==> src/rtl/scb_pkg.sv <==
package scb_pkg;

    // ########################################
    // sizes
    // ########################################
    localparam int SCB_SIZE     = 8;
    localparam int SCB_IDX_W    = 3;
    localparam int PADDR_W      = 32;
    localparam int BYTE_W       = 3;  // byte offset in a bank word
    localparam int BANK_NUM     = 2;
    localparam int BANK_W       = 1;
    localparam int BANK_BYTES   = 8;
    localparam int AGE_W        = 4;
    localparam int DRAIN_THRESH = 5;  // occupancy that forces a drain
    localparam int RETRY_CYCLES = 3;

    // ########################################
    // types
    // ########################################
    typedef logic [PADDR_W-BYTE_W-1:0]        word_addr_t;
    typedef logic [PADDR_W-BYTE_W-BANK_W-1:0] line_addr_t;
    typedef logic [SCB_IDX_W-1:0]             entry_idx_t;
    typedef logic [SCB_SIZE-1:0]              entry_vec_t;
    typedef logic [BANK_BYTES*8-1:0]          bank_data_t;
    typedef logic [BANK_BYTES-1:0]            bank_mask_t;
    typedef logic [BANK_NUM*BANK_BYTES*8-1:0] line_data_t;
    typedef logic [BANK_NUM*BANK_BYTES-1:0]   line_mask_t;

    typedef enum logic [1:0] {
        DC_RESP_NONE     = 2'd0,
        DC_RESP_SUCCESS  = 2'd1,
        DC_RESP_CONFLICT = 2'd2
    } dc_resp_e;

    // lowest set bit wins
    function automatic entry_idx_t first_set(input entry_vec_t vec);
        entry_idx_t idx;
        idx = '0;
        for (int i = SCB_SIZE - 1; i >= 0; i--) begin
            if (vec[i]) begin
                idx = entry_idx_t'(i);
            end
        end
        return idx;
    endfunction

endpackage
==> src/rtl/store_commit_buffer.sv <==
`timescale 1ns/1ns

module store_commit_buffer import scb_pkg::*; (
    input  logic       clk,
    input  logic       rst,
    input  logic       flush,
    input  logic       st_en,
    input  word_addr_t st_addr,
    input  bank_mask_t st_mask,
    input  bank_data_t st_data,
    input  logic       ld_en,
    input  word_addr_t ld_addr,
    input  logic       dc_valid,
    input  dc_resp_e   dc_resp,
    input  entry_idx_t dc_resp_idx,
    output logic       st_stall,
    output bank_mask_t ld_fwd_mask,
    output bank_data_t ld_fwd_data,
    output logic       dc_req,
    output entry_idx_t dc_idx,
    output line_addr_t dc_addr,
    output line_data_t dc_data,
    output line_mask_t dc_mask,
    output logic       empty
);

    // ########################################
    // store stage
    // ########################################
    logic       stg_en;
    word_addr_t stg_addr;
    bank_mask_t stg_mask;
    bank_data_t stg_data;

    always_ff @(posedge clk or negedge rst) begin
        if (!rst) begin
            stg_en <= 1'b0;
        end else if (!st_stall) begin
            stg_en <= st_en;
        end
    end

    always_ff @(posedge clk) begin
        if (!st_stall) begin  // held while stalled
            stg_addr <= st_addr;
            stg_mask <= st_mask;
            stg_data <= st_data;
        end
    end

    logic       wr_en;
    entry_idx_t wr_idx;
    logic       wr_new;
    logic       fwd_en;
    entry_idx_t fwd_idx;
    entry_vec_t ready;
    line_addr_t sel_tag;
    logic       sel_en;
    entry_idx_t sel_idx;
    logic       rd_en;
    entry_idx_t rd_idx;
    line_data_t rd_data;
    line_mask_t rd_mask;

    scb_entry_ctrl i_entry_ctrl (
        .clk            (clk),
        .rst            (rst),
        .flush          (flush),
        .stg_en         (stg_en),
        .stg_addr       (stg_addr),
        .ld_en          (ld_en),
        .ld_addr        (ld_addr),
        .sel_en         (sel_en),
        .sel_idx        (sel_idx),
        .dc_resp        (dc_resp),
        .dc_resp_idx    (dc_resp_idx),
        .st_stall       (st_stall),
        .wr_en          (wr_en),
        .wr_idx         (wr_idx),
        .wr_new         (wr_new),
        .fwd_en         (fwd_en),
        .fwd_idx        (fwd_idx),
        .ready          (ready),
        .line_addr_tags (sel_tag),
        .empty          (empty)
    );

    scb_data_array i_data_array (
        .clk      (clk),
        .wr_en    (wr_en),
        .wr_new   (wr_new),
        .wr_idx   (wr_idx),
        .wr_bank  (stg_addr[BANK_W-1:0]),
        .wr_mask  (stg_mask),
        .wr_data  (stg_data),
        .fwd_en   (fwd_en),
        .fwd_idx  (fwd_idx),
        .fwd_bank (ld_addr[BANK_W-1:0]),
        .rd_en    (rd_en),
        .rd_idx   (rd_idx),
        .fwd_mask (ld_fwd_mask),
        .fwd_data (ld_fwd_data),
        .rd_data  (rd_data),
        .rd_mask  (rd_mask)
    );

    scb_drain i_drain (
        .clk      (clk),
        .rst      (rst),
        .dc_valid (dc_valid),
        .ready    (ready),
        .dc_resp  (dc_resp),
        .tag      (sel_tag),
        .rd_data  (rd_data),
        .rd_mask  (rd_mask),
        .sel_en   (sel_en),
        .sel_idx  (sel_idx),
        .rd_en    (rd_en),
        .rd_idx   (rd_idx),
        .dc_req   (dc_req),
        .dc_idx   (dc_idx),
        .dc_addr  (dc_addr),
        .dc_data  (dc_data),
        .dc_mask  (dc_mask)
    );

endmodule

==> src/rtl/scb_drain.sv <==
`timescale 1ns/1ns

module scb_drain import scb_pkg::*; (
    input  logic       clk,
    input  logic       rst,
    input  logic       dc_valid,
    input  entry_vec_t ready,
    input  dc_resp_e   dc_resp,
    input  line_addr_t tag,
    input  line_data_t rd_data,
    input  line_mask_t rd_mask,
    output logic       sel_en,
    output entry_idx_t sel_idx,
    output logic       rd_en,
    output entry_idx_t rd_idx,
    output logic       dc_req,
    output entry_idx_t dc_idx,
    output line_addr_t dc_addr,
    output line_data_t dc_data,
    output line_mask_t dc_mask
);

    logic [$clog2(RETRY_CYCLES+1)-1:0] backoff;

    logic       s1_req;
    entry_idx_t s1_idx;
    line_addr_t s1_tag;
    logic       s2_req;
    entry_idx_t s2_idx;
    line_addr_t s2_tag;

    // select stage
    assign sel_idx = first_set(ready);
    assign sel_en  = dc_valid && (backoff == '0) && (|ready);

    // read stage
    assign rd_en  = dc_valid;
    assign rd_idx = s1_idx;

    always_ff @(posedge clk or negedge rst) begin
        if (!rst) begin
            s1_req  <= 1'b0;
            s2_req  <= 1'b0;
            backoff <= '0;
        end else begin
            if (dc_valid) begin
                s1_req <= sel_en;
                s2_req <= s1_req;
            end
            if (dc_resp == DC_RESP_CONFLICT) begin
                backoff <= ($clog2(RETRY_CYCLES+1))'(RETRY_CYCLES);
            end else if (backoff != '0) begin
                backoff <= backoff - 1'b1;
            end
        end
    end

    always_ff @(posedge clk) begin
        if (dc_valid) begin
            s1_idx <= sel_idx;
            s1_tag <= tag;
            s2_idx <= s1_idx;
            s2_tag <= s1_tag;
        end
    end

    // request stage
    assign dc_req  = s2_req;
    assign dc_idx  = s2_idx;
    assign dc_addr = s2_tag;
    assign dc_data = rd_data;
    assign dc_mask = rd_mask;

endmodule

==> src/rtl/scb_data_array.sv <==
`timescale 1ns/1ns

module scb_data_array import scb_pkg::*; (
    input  logic              clk,
    input  logic              wr_en,
    input  logic              wr_new,
    input  entry_idx_t        wr_idx,
    input  logic [BANK_W-1:0] wr_bank,
    input  bank_mask_t        wr_mask,
    input  bank_data_t        wr_data,
    input  logic              fwd_en,
    input  entry_idx_t        fwd_idx,
    input  logic [BANK_W-1:0] fwd_bank,
    input  logic              rd_en,
    input  entry_idx_t        rd_idx,
    output bank_mask_t        fwd_mask,
    output bank_data_t        fwd_data,
    output line_data_t        rd_data,
    output line_mask_t        rd_mask
);

    line_data_t data_q [SCB_SIZE];
    line_mask_t vld_q  [SCB_SIZE];

    line_mask_t line_we;
    line_data_t line_wdata;

    // place the bank word into its half of the line
    assign line_we    = line_mask_t'(wr_mask) << (wr_bank * BANK_BYTES);
    assign line_wdata = {BANK_NUM{wr_data}};

    always_ff @(posedge clk) begin
        if (wr_en) begin
            for (int j = 0; j < BANK_NUM * BANK_BYTES; j++) begin
                if (line_we[j]) begin
                    data_q[wr_idx][j*8 +: 8] <= line_wdata[j*8 +: 8];
                end
            end
            if (wr_new) begin
                vld_q[wr_idx] <= line_we;  // fresh entry drops stale bytes
            end else begin
                vld_q[wr_idx] <= vld_q[wr_idx] | line_we;
            end
        end
    end

    // ########################################
    // read ports
    // ########################################
    always_ff @(posedge clk) begin
        if (fwd_en) begin
            fwd_data <= data_q[fwd_idx][fwd_bank*BANK_BYTES*8 +: BANK_BYTES*8];
            fwd_mask <= vld_q[fwd_idx][fwd_bank*BANK_BYTES +: BANK_BYTES];
        end else begin
            fwd_mask <= '0;
        end
    end

    always_ff @(posedge clk) begin
        if (rd_en) begin  // follows the drain pipe
            rd_data <= data_q[rd_idx];
            rd_mask <= vld_q[rd_idx];
        end
    end

endmodule

==> src/rtl/scb_entry_ctrl.sv <==
`timescale 1ns/1ns

module scb_entry_ctrl import scb_pkg::*; (
    input  logic       clk,
    input  logic       rst,
    input  logic       flush,
    input  logic       stg_en,
    input  word_addr_t stg_addr,
    input  logic       ld_en,
    input  word_addr_t ld_addr,
    input  logic       sel_en,
    input  entry_idx_t sel_idx,
    input  dc_resp_e   dc_resp,
    input  entry_idx_t dc_resp_idx,
    output logic       st_stall,
    output logic       wr_en,
    output entry_idx_t wr_idx,
    output logic       wr_new,
    output logic       fwd_en,
    output entry_idx_t fwd_idx,
    output entry_vec_t ready,
    output line_addr_t line_addr_tags,
    output logic       empty
);

    line_addr_t tags [SCB_SIZE];
    logic [AGE_W-1:0] age [SCB_SIZE];
    entry_vec_t addr_valid;
    entry_vec_t dirty;
    entry_vec_t writing;
    logic [SCB_IDX_W:0] occ_cnt;  // registered occupancy
    logic [SCB_IDX_W:0] occ_next;

    line_addr_t stg_line;
    line_addr_t ld_line;
    entry_vec_t hit_vec;
    entry_vec_t fwd_vec;
    entry_vec_t wr_vec;
    entry_vec_t sel_vec;
    entry_vec_t resp_vec;
    entry_vec_t conf_vec;
    entry_vec_t drained;
    entry_idx_t hit_idx;
    entry_idx_t free_idx;
    logic hit;
    logic full;
    logic occ_over;

    // ########################################
    // store match and allocation
    // ########################################
    assign stg_line = stg_addr[PADDR_W-BYTE_W-1:BANK_W];

    always_comb begin
        for (int i = 0; i < SCB_SIZE; i++) begin
            hit_vec[i] = addr_valid[i] && (tags[i] == stg_line);
        end
    end

    assign hit      = |hit_vec;
    assign full     = &addr_valid;
    assign hit_idx  = first_set(hit_vec);
    assign free_idx = first_set(~addr_valid);

    assign st_stall = stg_en && !hit && full;
    assign wr_en    = stg_en && (hit || !full);
    assign wr_new   = !hit;
    assign wr_idx   = hit ? hit_idx : free_idx;
    assign empty    = ~|addr_valid;

    always_ff @(posedge clk) begin
        if (wr_en && wr_new) begin
            tags[free_idx] <= stg_line;
        end
    end

    // ########################################
    // load forward match
    // ########################################
    assign ld_line = ld_addr[PADDR_W-BYTE_W-1:BANK_W];

    always_comb begin
        for (int i = 0; i < SCB_SIZE; i++) begin
            fwd_vec[i] = ld_en && addr_valid[i] && (tags[i] == ld_line);
        end
    end

    assign fwd_en  = |fwd_vec;
    assign fwd_idx = first_set(fwd_vec);

    // ########################################
    // aging and drain readiness
    // ########################################
    always_ff @(posedge clk or negedge rst) begin
        if (!rst) begin
            for (int i = 0; i < SCB_SIZE; i++) begin
                age[i] <= AGE_W'(1);
            end
        end else if (wr_en) begin
            for (int i = 0; i < SCB_SIZE; i++) begin
                if (wr_idx == entry_idx_t'(i)) begin
                    age[i] <= '1;
                end else if (age[i] != AGE_W'(1)) begin
                    age[i] <= age[i] - AGE_W'(1);
                end
            end
        end
    end

    always_comb begin
        occ_next = '0;
        for (int i = 0; i < SCB_SIZE; i++) begin
            occ_next = occ_next + (SCB_IDX_W+1)'(addr_valid[i]);
        end
    end

    assign occ_over = occ_cnt > DRAIN_THRESH;

    always_comb begin
        for (int i = 0; i < SCB_SIZE; i++) begin
            ready[i] = ((age[i] == AGE_W'(1)) || occ_over || flush)
                       && addr_valid[i] && dirty[i] && !writing[i];
        end
    end

    assign line_addr_tags = tags[sel_idx];

    // ########################################
    // entry state
    // ########################################
    assign wr_vec   = entry_vec_t'(wr_en) << wr_idx;
    assign sel_vec  = entry_vec_t'(sel_en) << sel_idx;
    assign resp_vec = entry_vec_t'(dc_resp != DC_RESP_NONE) << dc_resp_idx;
    assign conf_vec = entry_vec_t'(dc_resp == DC_RESP_CONFLICT) << dc_resp_idx;
    assign drained  = addr_valid & ~dirty & ~writing;  // written back, free it

    always_ff @(posedge clk or negedge rst) begin
        if (!rst) begin
            addr_valid <= '0;
            dirty      <= '0;
            writing    <= '0;
            occ_cnt    <= '0;
        end else begin
            addr_valid <= (addr_valid & ~drained) | wr_vec;
            dirty      <= (dirty & ~sel_vec) | wr_vec | conf_vec;  // conflict redirties
            writing    <= (writing | sel_vec) & ~resp_vec;
            occ_cnt    <= occ_next;
        end
    end

endmodule

==> config.mk <==
export PLATFORM = sky130hd
export DESIGN_NAME = store_commit_buffer
export DESIGN_NICKNAME = d
export VERILOG_FILES = /design/src/rtl/scb_pkg.sv /design/src/rtl/store_commit_buffer.sv /design/src/rtl/scb_drain.sv /design/src/rtl/scb_data_array.sv /design/src/rtl/scb_entry_ctrl.sv
export SDC_FILE = /design/constraint.sdc
export NUM_CORES = 2
export LEC_CHECK = 0
export BUFFER_PORTS_ARGS = -buffer_cell sky130_fd_sc_hd__buf_2
export CAP_MARGIN = 20
export CORE_ASPECT_RATIO = 0.8
export CORE_UTILIZATION = 40
export DETAILED_ROUTE_END_ITERATION = 8
export SETUP_SLACK_MARGIN = 0.3
export SLEW_MARGIN = 20
export SYNTH_ARGS = -nofsm -noshare
export SYNTH_HDL_FRONTEND = slang
export SYNTH_SLANG_ARGS = --single-unit
export TNS_END_PERCENT = 100
==> constraint.sdc <==
create_clock -name clk -period 5 [get_ports clk]
set_input_delay 0 -clock clk [delete_from_list [all_inputs] [get_ports clk]]
set_output_delay 0 -clock clk [all_outputs]
set_load 0.02 [all_outputs]
==> run metrics <==
total track usage 0.251; Core Box Area 212000 µm²; crit path max fanout 48; Post-Synth Adder-Cell Area 0.00402; Final Setup Violations 0; root buffer cell clkbuf_16; CTS Buffer Depth 4; CTS tree done; Synth Area in XOR/XNOR 0.0454; Tot Pwr 51600 µW; Max VDD drop 0.725 mV; Cells after Synth 5688; I/O Pins 391; grt ovf 0; max-slew violation count 0; Die Height 415 µm; launch point of the worst reg-to-reg path i_entry_ctrl.tags[3][27]; syn_nets 5854; DRC 36; Starting Density 0.403; P_leak 0.0346 µW; drt pass-1 iters 9; initial antenna violation count 14; synth top area cells edfxtp_1 (61%), mux4_2 (9.3%), mux2i_1 (4.4%); post-synth design cell area 85400 µm²; post-synthesis mux area share 0.160; failing checks DRC; cell family with most CP delay simple AND/OR/NAND/NOR gates; Seq/Total Area, Yosys 0.635; commonest cells after routing, fill and taps aside edfxtp_1 (1747), nand2_1 (409), buf_2 (388); main combinational cell family by area after synthesis multiplexers; area grow syn2layout 19.7%; Final period util 0.932; Initial DRC Count 6500; post-synth top area share 0.614; fraction of layout cells with a size suffix above 1 0.251; worst path bufs/invs 2; status finished, violations left; Compound-Gate Fraction of Synth Area 0.0595; simple-gate share of the synthesized area 0.0726; Routability Congestion 0.972; HP Start dc_resp_idx[2]; Tightest Pin Transition 1050 ps; EDFF count, synth 1747; Setup crit end kind flop; CP Launch Type flop; cell taking the most area after synthesis edfxtp_1; FF+latch count, synth 1819; Worst Setup SP i_entry_ctrl.tags[3][27]; Ys Warns 0; TritonCTS Sinks 1819; fmax 0.214 GHz; min Tclk post-route 4660 ps; num rows 151; Crit path required time 5570 ps; H-tree levels 4; CP peak stage delay 800 ps; Synth Area per Inst 15.0 µm²; Vias 54300; fill cell count 18100; PD cells 505 nW/µm²; final hold viol count 0; Setup Crit Path Kind reg2reg; ANT nets after route 0; wire per inst 28.8 µm; largest net degree at the start of global routing 116; Die W 519 µm; number of global-route vias before repair 53400; Primary FF master, synth edfxtp_1; unrepaired setup endpoints after global routing yes; Post-Route Skew 52.8 ps; crit path cell chain xor2_1 > or4_1 > nor3_1 > nand4_1 > nor2b_1 > a21boi_4 > buf_12 > buf_12 > nor2b_1 > a211oi_1 > a21oi_1 > mux4_2; first-pass GRT wire length 390000 µm; die area 215000 µm²; clock-pin slew on the worst setup and hold paths 60 ps; most common cell after layout, fill and taps aside edfxtp_1; setup TNS 0 ps; Critical Path AT 5230 ps; number of CTS-inserted buffers 196; Max Cap Viol 0; Net count, final 6688; post-synthesis cell type count 80; Slowest-stage cell, CP a21boi_4; clk_lat worst skew 870 ps; WL final 274000 µm; detailed placer's ending HPWL 186000 µm; vias per std cell 5.71; async set-reset flop share out of synthesis 0.0352; worst min path class in2reg; Buffers on Ports 390; Rel. slew slack 0.296
-- timing repair --
item | in CTS | in global routing
hold buffers | 218 | 0
buffers inserted | 0 | 2
setup endpoints to repair | 0 | 98
hold endpoints to repair | 324 | 0
resized for setup | 0 | 7
-- power breakdown --
group	switching (µW)	leakage [µW]	internal (µW)	total, µW
clock	6140	0.00313	8580	14700
combinational	9910	0.0146	6470	16400
sequential	1340	0.0169	19100	20500
total	17400	0.0346	34200	51600
-- cell families after synthesis --
kind of cell	count (synthesis)
flip-flops	1819
AND/OR/NAND/NOR	1249
multiplexers	902
AO/OA/AOI/OAI	794
buffers and inverters	456
XOR/XNOR	443
adder cells (fa/ha/maj)	25
-- synthesized netlist by cell type, types with 130 or more instances --
master,number
clkbuf_1,192
nand2_1,413
edfxtp_1,1747
xor2_1,210
mux2_2,171
nor2b_1,271
a211oi_1,263
mux4_2,352
mux2i_1,379
buf_2,130
nor2_1,202
a21oi_1,276
xnor2_1,233
-- worst paths after layout --
check / end / cells past startpoint / slack [ps]
min: i_entry_ctrl.dirty[3] / 3 / 170
min in group asynchronous: i_drain.dc_req / 4 / 460
max reg2reg: i_data_array.fwd_data[43] / 12 / 340
min reg2reg: i_drain.dc_addr[6] / 0 / 400
max: i_data_array.fwd_data[43] / 12 / 340
max in group asynchronous: i_entry_ctrl.age[25] / 4 / 3860
-- metal layers --
layer | GRT usage | vias to the layer above | share of wire
met5 | 0 | - | 0.00021
met4 | 0.0811 | 8 | 0.034
met3 | 0.0472 | 434 | 0.085
met2 | 0.386 | 2518 | 0.45
met1 | 0.359 | 27700 | 0.43
li1 | - | 23700 | -
-- cell type report --
class	count	area (µm²)	share of cell area
Clock inverter	115	1250	0.0122
Antenna cell	8	20.0	0.000196
Sequential cell	1819	54200	0.531
Timing Repair Buffer	1027	8460	0.0827
Clock buffer	242	5160	0.0505
Inverter	65	250	0.00245
Multi-Input combinational cell	3413	29300	0.287
Tap cell	2830	3540	0.0346
-- registers in the layout, indices dropped and copies added (netlist names), 28 cells and up --
name	cells
i_drain.s1_tag	28
i_data_array.fwd_data	64
i_data_array.vld_q	128
i_entry_ctrl.age	32
i_drain.dc_addr	28
stg_data	64
i_entry_ctrl.tags	224
i_data_array.rd_data	128
i_data_array.data_q	1024
stg_addr	29
-- worst reg2reg max path: stages (launching register included) --
cell and delay (ps):
edfxtp_1 440, xor2_1 190, or4_1 560, nor3_1 220, nand4_1 350, nor2b_1 340, a21boi_4 800, buf_12 290
buf_12 290, nor2b_1 120, a211oi_1 220, a21oi_1 80, mux4_2 500
-- stage by stage --
stage	cells	hold WS, ps	worst slack (ps)	utilization	instance area, µm²
final	9519	168	338	0.482	102000
after global routing	9514	153	299	0.482	102000
after CTS	9509	101	366	0.482	102000
after detailed placement	8934	178	380	0.441	93600
after global placement	8934	177	373	0.441	93600
after floorplan	5688	-296	421	-	85400
(Power assumes the default switching activity.)
